--- src/source/rv_isa_pkg.sv ---
package rv_isa_pkg;

  // ======================================================================
  // Base ISA facts used by the fetch stage
  // ======================================================================

  // Register and address width
  parameter int XLEN = 32;

  // Instruction word width for the base encoding without compressed forms
  parameter int ILEN = 32;

  // Byte distance from one instruction to the next sequential one
  parameter int INSTR_STEP = 4;

  // PC or branch target word
  typedef logic [XLEN-1:0] xaddr_t;

  // Raw instruction word as returned by instruction memory
  typedef logic [ILEN-1:0] instr_t;

endpackage
--- src/source/fetch_pkg.sv ---
package fetch_pkg;

  import rv_isa_pkg::*;

  // ======================================================================
  // Fetch pipeline structures
  // ======================================================================

  // Prediction metadata produced by the PC stage
  // Travels beside each fetch and reaches decode with its instruction
  typedef struct packed {
    // BTB lookup hit for this PC
    logic   btb_hit;
    // BTB predicted the branch as taken
    logic   btb_pred_taken;
    // Predicted target from the BTB
    xaddr_t btb_target;
    // BTB entry marks a return
    logic   btb_is_return;
    // RAS had an entry to offer
    logic   ras_valid;
    // Return address popped from the RAS
    xaddr_t ras_target;
  } fetch_meta_t;

  // Default queue address width
  // Two bits give four entries, so two reads can be outstanding
  parameter int QUEUE_AW_DEFAULT = 2;

endpackage

--- src/source/fetch_track_if.sv ---
`timescale 1ns/100ps

// Bookkeeping link from the issuer to the collector
// The issuer decides everything, the collector only follows
interface fetch_track_if
  import rv_isa_pkg::*;
  import fetch_pkg::*;
();

  // Queue clear, high during flush and during its extension
  logic        clr;

  // A request was accepted this cycle
  logic        push;

  // Metadata of the accepted request
  fetch_meta_t push_meta;

  // A memory response is taken into the collector this cycle
  logic        take;

  // PC of the response being taken, in issue order
  xaddr_t      take_pc;

  // Issuer side drives every signal
  modport issuer (
    output clr,
    output push,
    output push_meta,
    output take,
    output take_pc
  );

  // Collector side only listens
  modport collector (
    input clr,
    input push,
    input push_meta,
    input take,
    input take_pc
  );

endinterface

--- src/source/if_stage.sv ---
`timescale 1ns/100ps

// Instruction fetch stage
// PC stage requests go to memory, responses come back in order and
// leave toward decode with their PC and prediction metadata
module if_stage
  import rv_isa_pkg::*;
  import fetch_pkg::*;
#(
  // Queue depth is 2**QUEUE_AW, reads in flight at most half of it
  parameter int QUEUE_AW = QUEUE_AW_DEFAULT
) (
  input  logic        clk,
  input  logic        rst_n,

  // ======================================================================
  // Control
  // ======================================================================

  // Redirect from later stages, drops everything in flight
  input  logic        flush,

  // ======================================================================
  // Upstream from the PC stage
  // ======================================================================

  input  logic        s_valid,
  output logic        s_ready,
  input  xaddr_t      pc,
  input  fetch_meta_t meta,

  // ======================================================================
  // Instruction memory
  // ======================================================================

  // Read request, no ready, always accepted
  output logic        imem_arvalid,
  output xaddr_t      imem_araddr,

  // In-order response, one per read
  input  logic        imem_rvalid,
  input  instr_t      imem_rdata,

  // ======================================================================
  // Downstream to decode
  // ======================================================================

  output logic        m_valid,
  input  logic        m_ready,
  output instr_t      instr,
  output xaddr_t      pc_out,
  output xaddr_t      pc_plus4,
  output fetch_meta_t meta_out
);

  // Bookkeeping between the two halves
  fetch_track_if track0 ();

  // Request side and address tracking
  fetch_issuer #(
    .QUEUE_AW (QUEUE_AW)
  ) issuer0 (
    .clk          (clk),
    .rst_n        (rst_n),
    .flush        (flush),
    .s_valid      (s_valid),
    .s_ready      (s_ready),
    .pc           (pc),
    .meta         (meta),
    .m_ready      (m_ready),
    .imem_arvalid (imem_arvalid),
    .imem_araddr  (imem_araddr),
    .imem_rvalid  (imem_rvalid),
    .track        (track0.issuer)
  );

  // Response side and decode output
  fetch_collector #(
    .QUEUE_AW (QUEUE_AW)
  ) collector0 (
    .clk        (clk),
    .rst_n      (rst_n),
    .imem_rdata (imem_rdata),
    .track      (track0.collector),
    .m_valid    (m_valid),
    .m_ready    (m_ready),
    .instr      (instr),
    .pc_out     (pc_out),
    .pc_plus4   (pc_plus4),
    .meta_out   (meta_out)
  );

endmodule

--- src/source/fetch_collector.sv ---
`timescale 1ns/100ps

// Back half of the fetch stage
// Holds taken responses and their metadata until decode accepts them
module fetch_collector
  import rv_isa_pkg::*;
  import fetch_pkg::*;
#(
  parameter int QUEUE_AW = QUEUE_AW_DEFAULT
) (
  input  logic        clk,
  input  logic        rst_n,

  // Returned instruction word, valid with track.take
  input  instr_t      imem_rdata,

  fetch_track_if.collector track,

  // Decode side
  output logic        m_valid,
  input  logic        m_ready,
  output instr_t      instr,
  output xaddr_t      pc_out,
  output xaddr_t      pc_plus4,
  output fetch_meta_t meta_out
);

  localparam int RESP_W = XLEN + ILEN;
  localparam int META_W = $bits(fetch_meta_t);

  logic pop;
  logic resp_empty;

  // One decode transfer retires one entry from both queues
  assign pop = m_valid && m_ready;

  // ======================================================================
  // Response queue holding PC and instruction together
  // ======================================================================

  logic [RESP_W-1:0] resp_wdata;
  logic [RESP_W-1:0] resp_rdata;

  assign resp_wdata = {track.take_pc, imem_rdata};

  sync_fifo #(
    .WIDTH    (RESP_W),
    .QUEUE_AW (QUEUE_AW)
  ) resp_fifo (
    .clk         (clk),
    .rst_n       (rst_n),
    .clr         (track.clr),
    .w_inc       (track.take),
    .w_data      (resp_wdata),
    .r_inc       (pop),
    .r_data      (resp_rdata),
    .r_empty     (resp_empty),
    .w_half_full ()
  );

  // ======================================================================
  // Metadata queue, filled at request time
  // ======================================================================

  // Always at least as full as the response queue, so its
  // head belongs to the response at the head
  logic [META_W-1:0] meta_rdata;

  sync_fifo #(
    .WIDTH    (META_W),
    .QUEUE_AW (QUEUE_AW)
  ) meta_fifo (
    .clk         (clk),
    .rst_n       (rst_n),
    .clr         (track.clr),
    .w_inc       (track.push),
    .w_data      (track.push_meta),
    .r_inc       (pop),
    .r_data      (meta_rdata),
    .r_empty     (),
    .w_half_full ()
  );

  // ======================================================================
  // Decode outputs
  // ======================================================================

  // A response entry exists only after its instruction arrived
  assign m_valid = !resp_empty;

  assign {pc_out, instr} = resp_rdata;
  assign meta_out        = fetch_meta_t'(meta_rdata);

  // Sequential successor for the link register and fall-through path
  assign pc_plus4 = pc_out + xaddr_t'(INSTR_STEP);

endmodule

--- src/source/fetch_issuer.sv ---
`timescale 1ns/100ps

// Front half of the fetch stage
// Starts memory reads and pairs each response with its address
module fetch_issuer
  import rv_isa_pkg::*;
  import fetch_pkg::*;
#(
  parameter int QUEUE_AW = QUEUE_AW_DEFAULT
) (
  input  logic        clk,
  input  logic        rst_n,
  input  logic        flush,

  // Requests from the PC stage
  input  logic        s_valid,
  output logic        s_ready,
  input  xaddr_t      pc,
  input  fetch_meta_t meta,

  // Decode readiness, used as back-pressure
  input  logic        m_ready,

  // Instruction memory read side
  output logic        imem_arvalid,
  output xaddr_t      imem_araddr,
  input  logic        imem_rvalid,

  fetch_track_if.issuer track
);

  // ======================================================================
  // Flush and its extension
  // ======================================================================

  logic flush_ext;
  logic clr;

  // The read issued just before a redirect can still answer one cycle
  // after the flush, so the clear is stretched by a cycle
  always_ff @(posedge clk) begin
    if (!rst_n) begin
      flush_ext <= 1'b0;
    end else begin
      flush_ext <= flush;
    end
  end

  assign clr = flush || flush_ext;

  // ======================================================================
  // Request acceptance
  // ======================================================================

  logic accept;
  logic addr_empty;
  logic addr_half_full;

  // Stall when decode stalls or too many reads are in flight
  assign s_ready = m_ready && !addr_half_full;
  assign accept  = s_valid && s_ready;

  // Read goes out in the same cycle as the upstream transfer
  assign imem_arvalid = accept;
  assign imem_araddr  = pc;

  // ======================================================================
  // Outstanding addresses in issue order
  // ======================================================================

  logic take;

  // A response counts only with a recorded address and no clear active
  assign take = imem_rvalid && !clr && !addr_empty;

  sync_fifo #(
    .WIDTH    ($bits(xaddr_t)),
    .QUEUE_AW (QUEUE_AW)
  ) addr_fifo (
    .clk         (clk),
    .rst_n       (rst_n),
    .clr         (clr),
    .w_inc       (accept),
    .w_data      (pc),
    .r_inc       (take),
    .r_data      (track.take_pc),
    .r_empty     (addr_empty),
    .w_half_full (addr_half_full)
  );

  // ======================================================================
  // Collector bookkeeping
  // ======================================================================

  assign track.clr       = clr;
  // Metadata enters only outside a clear, matching the address queue
  assign track.push      = accept && !clr;
  assign track.push_meta = meta;
  assign track.take      = take;

endmodule

--- src/source/sync_fifo.sv ---
`timescale 1ns/100ps

// Circular buffer with occupancy count and a one-cycle clear
module sync_fifo
  import fetch_pkg::*;
#(
  parameter int WIDTH    = 1,
  parameter int QUEUE_AW = QUEUE_AW_DEFAULT
) (
  input  logic             clk,
  input  logic             rst_n,
  input  logic             clr,
  input  logic             w_inc,
  input  logic [WIDTH-1:0] w_data,
  input  logic             r_inc,
  output logic [WIDTH-1:0] r_data,
  output logic             r_empty,
  output logic             w_half_full
);

  localparam int DEPTH = 1 << QUEUE_AW;

  // Count thresholds sized to the counter
  localparam logic [QUEUE_AW:0] FULL_COUNT = (QUEUE_AW + 1)'(DEPTH);
  localparam logic [QUEUE_AW:0] HALF_COUNT = (QUEUE_AW + 1)'(DEPTH / 2);

  logic [WIDTH-1:0]    mem [DEPTH];
  logic [QUEUE_AW-1:0] wr_ptr;
  logic [QUEUE_AW-1:0] rd_ptr;
  logic [QUEUE_AW:0]   count;
  logic                do_wr;
  logic                do_rd;

  // Pop only real entries
  assign do_rd = r_inc && !r_empty;

  // A full queue still takes a write when the head leaves in the same cycle
  assign do_wr = w_inc && ((count != FULL_COUNT) || do_rd);

  assign r_empty     = (count == '0);
  assign w_half_full = (count >= HALF_COUNT);

  // Head word is valid whenever the queue is not empty
  assign r_data = mem[rd_ptr];

  // Storage
  always_ff @(posedge clk) begin
    if (do_wr && !clr) begin
      mem[wr_ptr] <= w_data;
    end
  end

  // Pointers and count
  always_ff @(posedge clk) begin
    if (!rst_n) begin
      wr_ptr <= '0;
      rd_ptr <= '0;
      count  <= '0;
    end else if (clr) begin
      // Clear wins over any push or pop in the same cycle
      wr_ptr <= '0;
      rd_ptr <= '0;
      count  <= '0;
    end else begin
      if (do_wr) begin
        wr_ptr <= wr_ptr + 1'b1;
      end
      if (do_rd) begin
        rd_ptr <= rd_ptr + 1'b1;
      end
      case ({do_wr, do_rd})
        2'b10:   count <= count + 1'b1;
        2'b01:   count <= count - 1'b1;
        default: count <= count;
      endcase
    end
  end

endmodule

--- config.mk ---
export PLATFORM = sky130hd
export DESIGN_NAME = if_stage
export DESIGN_NICKNAME = d
export VERILOG_FILES = /design/src/source/rv_isa_pkg.sv /design/src/source/fetch_pkg.sv /design/src/source/fetch_track_if.sv /design/src/source/if_stage.sv /design/src/source/fetch_collector.sv /design/src/source/fetch_issuer.sv /design/src/source/sync_fifo.sv
export SDC_FILE = /design/constraint.sdc
export NUM_CORES = 1
export LEC_CHECK = 0
export BUFFER_PORTS_ARGS = -buffer_cell sky130_fd_sc_hd__buf_2
export CAP_MARGIN = 20
export CORE_MARGIN = 2
export CORE_UTILIZATION = 48
export CTS_CLUSTER_DIAMETER = 40
export DETAILED_ROUTE_END_ITERATION = 12
export GPL_TIMING_DRIVEN = 0
export MAX_ROUTING_LAYER = met4
export PLACE_DENSITY_LB_ADDON = 0.05
export SLEW_MARGIN = 15
export SYNTH_ARGS = -nofsm -noshare
export SYNTH_HDL_FRONTEND = slang
export SYNTH_SLANG_ARGS = --single-unit
--- constraint.sdc ---
create_clock -name clk -period 11.17 [get_ports clk]
set_input_delay 3.351 -clock clk [delete_from_list [all_inputs] [get_ports clk]]
set_output_delay 3.351 -clock clk [all_outputs]
set_load 0.02 [all_outputs]
# --- Word-level counts from Yosys, hierarchy flattened ---
# Memory sizes are Yosys's and may differ from the RTL's. A register that Yosys moved wholly into a read port is not among the register bits.
# Index checks and enable logic that the tools add are counted.
totals:
  register_bits: 22
  mem_bits_rw: 656
  input_bits: 138
  word_cells: 83
  mem_count: 3
mem_list:
  columns: ["memory", "words", "word_bits", "read_ports", "rd_ports_with_merged_regs", "write_ports", "line_no", "rtl"]
  rows:
  - ["collector0.meta_fifo.mem", 4, 68, 1, 1, 1, "sync_fifo.sv:27", "logic [WIDTH-1:0] mem [DEPTH];"]
  - ["collector0.resp_fifo.mem", 4, 64, 1, 1, 1, "sync_fifo.sv:27", null]
  - ["issuer0.addr_fifo.mem", 4, 32, 1, 1, 1, "sync_fifo.sv:27", null]
classes:
  addsub: 13
  magnitude_cmp: 1
  eq_ne: 9
  muxes: 15
  bitwise_logic: 1
  n_reduce_logical: 31
op_table:
  columns: ["op", "count"]
  rows:
  - ["$add 32x3->32 const B", 1]
  - ["$pmux 3 s2", 3]
  - ["$logic_and 1x1->1", 15]
  - ["$add 2x1->2 const B", 6]
  - ["$mux 2", 6]
  - ["$add 3x1->3 const B", 3]
  - ["$logic_not 3->1", 3]
  - ["$ne 3x3->1 const B", 3]
  - ["$sub 3x1->3 const B", 3]
  - ["$eq 2x1->1 const B", 3]
  - ["$eq 2x2->1 const B", 3]
  - ["$mux 1", 6]
  - ["$reduce_bool 2->1", 3]
  - ["$logic_not 1->1", 5]
  - ["$logic_or 1x1->1", 4]
  - ["$ge 3x2->1 const B", 1]
  - ["$reduce_or 2->1", 1]
  - ["$not 1->1", 1]

# --- Depth between registers and ports, before layout ---
depth:
  word_depth: 10
  depth_mapped: 11
  mapped_depth_nobuf: 10

# --- Modules after synthesis ---
# A second synthesis with hierarchy kept.
unflattened:
  cells_unflattened: 1250
  area_unflattened_um2: 26937.1
modules_own_cells:
  columns: ["mod", "instances", "cells_each", "area_each_um2"]
  rows:
  - ["sync_fifo at collector0.meta_fifo", 1, 423, 10412.5]
  - ["sync_fifo at collector0.resp_fifo", 1, 401, 9849.4]
  - ["sync_fifo at issuer0.addr_fifo", 1, 234, 5265.0]
  - ["fetch_issuer", 1, 107, 819.5]
  - ["fetch_collector", 1, 85, 590.6]

# --- Worst setup path after synthesis ---
# No wires, ideal clock.
synth_timing:
  kind: "input -> output"
  startpoint: "input port s_valid"
  endpoint: "output port imem_arvalid"
  arrival_time_ps: 3875
  t_required_ps: 7819
  setup_slack_ps: 3944
  cell_stages: 3
  path_buffers: 1
  path_cell_list: "nand4bb_1 buf_2 clkinv_1"
synth_via:
  elab_chain_len: 1
synth_rtl:
  columns: ["item", "line_no", "rtl"]
  rows:
  - ["from (decl)", "if_stage.sv:27", "input logic s_valid,"]
  - ["$logic_and 1x1->1", "fetch_issuer.sv:61", "assign accept = s_valid && s_ready;"]
  - ["to (decl)", "if_stage.sv:37", "output logic imem_arvalid,"]
# Every way passes these cells.

# --- Final worst setup path ---
layout_timing:
  startpoint: "input port m_ready"
  endpoint: "output port imem_arvalid"
layout_via:
  elab_chain_len: 2
layout_rtl:
  columns: ["item", "line_no", "rtl"]
  rows:
  - ["from (decl)", "if_stage.sv:49", "input logic m_ready,"]
  - ["$logic_and 1x1->1", "fetch_issuer.sv:60", "assign s_ready = m_ready && !addr_half_full;"]
  - ["$logic_and 1x1->1", "fetch_issuer.sv:61", null]
# Every way passes these cells.

==> run metrics <==
status finished clean; number of clock sinks 684; # resized after CTS 0; average vias per placed instance 5.270; clock slew at reported path FFs 0.05 ns; I/O Buffers 336; RePlAce Congestion around 0.79; #FFs+latches synth slightly below 700; detailed router's first-iteration violation count 678; Max-slew headroom 0.3157; Post-Syn Instances 1133; Die Height roughly 240 um; largest net degree at the start of global routing 46; Critical Path Sink Type primary output; max-slew violation count 0; post-layout min period 7.643 ns; CTS Buf Count 92; clk_lat worst skew 0.62 ns; Final ANT Viol Nets 0; Worst Hold Depth 2; EDFF count, synth 656; P per Cell Area 181.9 nW/um^2; Hold Buf Count CTS 0; First-pass DRT Iterations 5; Synth warnings 0; proportion of layout cells with a drive suffix above 1 0.4422; CTS tree built; HP Start issuer0.addr_fifo.wr_ptr[0]$_SDFFE_PP0P_; RSZ-0062 raised after global routing no; IR Drop Worst-Case VDD between 0.1 and 0.15 mV; depth of the most critical reg-to-reg path 4; Worst setup SP type input port; Avg WL per Cell 22.25 um; Hold Vio Cnt, Final 0; CTS Buffer Depth 3; Leak Pwr between 10 and 15 nW; fillers 3987; count of unique library cells instantiated by Yosys 51; r2r setup slk 8.21 ns; worst r2r src issuer0.flush_ext$_SDFF_PN0_; Hold Path Class register to register; DRT Wirelength 52480 um; Core Region 53600 um^2; total of max-cap violations 0; final instance area ~32000 um^2; Slew @ Worst Pin 1.019 ns; Final period util 0.6842; syn_nets 1287; worst setup path class input port to primary output; PnR worst setup slack 3.527 ns; post-layout util 0.5945; Placement Setup Slack between 3 and 4 ns; H-tree Lvls 3; Tot GR Track Use 0.1963; setup bufs post-CTS 0; mapped cell area 25910 um^2; die area 55850 um^2; most frequent cells in the layout edfxtp_1, buf_2, mux4_2; Root Driver clkbuf_16; first-pass GRT wire length 79250 um; FMAX 130.8 MHz; CP required ~7.8 ns; register area share after synthesis 0.7820; Ports 337; Via Count about 12000; DIE WIDTH 236.3 um; Setup Viol. Count Final 0; placed inst area 28790 um^2; nets 1730; WP data arrival 4.29 ns; most common cell after layout, fill and taps aside edfxtp_1; Row Count 85; mean post-synth cell area 22.87 um^2; FFs w/ async S/R, synth 0; Post-synth top flop edfxtp_1; Total Neg Setup Slack 0 ns; area growth from synthesis to layout 23.00%; vias in the first global route 13035; CP Max Fanout 10; Initial Utilization 0.4834; worst clock skew 0.02271 ns; DR DRC count 0; antenna violations before repair 12; r2r endpoint collector0.resp_fifo.mem[0][20]$_DFFE_PP_; post-detail-place hpwl 33310 um; Overflow after GRT 0; hold path endpoint issuer0.addr_fifo.wr_ptr[0]$_SDFFE_PP0P_
==> cell usage after synthesis, types with 2 or more instances <==
cell type  number  area share
mux4_2        162        0.14
and3_1          8      0.0019
nor3_1          5     0.00097
fa_1            3      0.0023
nor2_1         31      0.0045
xor2_1         11      0.0037
mux4_1          2      0.0020
buf_1           5     0.00072
and4_1          2     0.00068
inv_1          17      0.0025
nand3_1        10      0.0019
a211oi_1        3     0.00087
nand4_1         5      0.0012
buf_6           3      0.0013
a31oi_1         2     0.00048
clkbuf_1       20      0.0029
nand4_4         2      0.0016
buf_2          10      0.0019
mux2i_1         3      0.0012
nor3b_1         2     0.00058
nor2b_1         2     0.00048
dfxtp_1        28       0.022
and2_1         11      0.0027
buf_4          35       0.010
xnor2_1        32       0.011
nand2_1        25      0.0036
ha_1           13      0.0063
a21oi_1         3     0.00058
edfxtp_1      656        0.76
==> layout make-up <==
class | count | area [um^2] | area share
Sequential cell | 684 | 20260 | 0.6357
Multi-Input combinational cell | 357 | 5146 | 0.1615
Clock buffer | 109 | 2451 | 0.07691
Timing Repair Buffer | 349 | 1986 | 0.06231
Tap cell | 696 | 870.8 | 0.02733
Clock inverter | 60 | 596.8 | 0.01873
Buffer | 74 | 460.4 | 0.01445
Inverter | 18 | 67.56 | 0.002120
Antenna cell | 12 | 30.03 | 0.0009423
==> worst max-delay path by stage <==
stage	to	cells after the start	slack [ns]	startpoint
3_5_place_dp	imem_arvalid	5	3.52	m_ready
4_1_cts	imem_arvalid	5	3.52	m_ready
6_report	imem_arvalid	5	3.53	m_ready
3_3_place_gp	collector0.resp_fifo.mem[3][4]$_DFFE_PP_	4	2.94	flush
5_1_grt	imem_arvalid	5	3.45	m_ready
2_1_floorplan	imem_arvalid	3	3.94	s_valid
==> power breakdown <==
part | switching, mW | total [mW] | internal [mW] | leakage [nW]
Clock | 1.09 | 2.83 | 1.75 | 1.44
Combinational | 0.0846 | 0.138 | 0.0536 | 3.09
Sequential | 0.00373 | 2.83 | 2.82 | 6.14
==> through the flow <==
stage | hold WS (ns) | power, mW | cells
finish | 0.5071 | 5.797 | 2359
global route | 0.5429 | 5.990 | 2359
CTS | 0.5114 | 5.865 | 2347
detailed placement | 0.5045 | 3.018 | 2178
global placement | 0.4942 | 3.012 | 2165
floorplan | 0.4658 | 2.941 | 1133
==> cells by family after synthesis <==
logic type	after synthesis	share of synthesized area
xor+xnor	43	0.01454
fa+ha+maj	16	0.008596
flops	684	0.7820
simple gates	116	0.02555
mux	167	0.1440
compound gates	15	0.004974
buf+inv	92	0.02038
==> state kept, by name, indices dropped and copies added, names as in the netlist, 3 cells and up, named ones only <==
| name | cells |
|---|---|
| collector0.meta_fifo.count | 3 |
| collector0.resp_fifo.count | 3 |
| issuer0.addr_fifo.count | 3 |
| issuer0.addr_fifo.mem | 128 |
| collector0.meta_fifo.mem | 272 |
| collector0.resp_fifo.mem | 256 |
==> metal layers <==
metal  up-vias  global-route usage  routed length, um
met5         -                   -                  0
met4         0             0.05658                699
met3        50             0.05945               3657
met2       296              0.3093              26260
met1      6497              0.2487              21860
li1       5590                   -                  -
==> critical path, cell delays in order <==
cell	delay, ns
buf_2	0.13
nand4bb_1	0.09
buf_2	0.21
clkinv_1	0.26
buf_2	0.25
No activity file was read; power rests on OpenSTA's default activity.
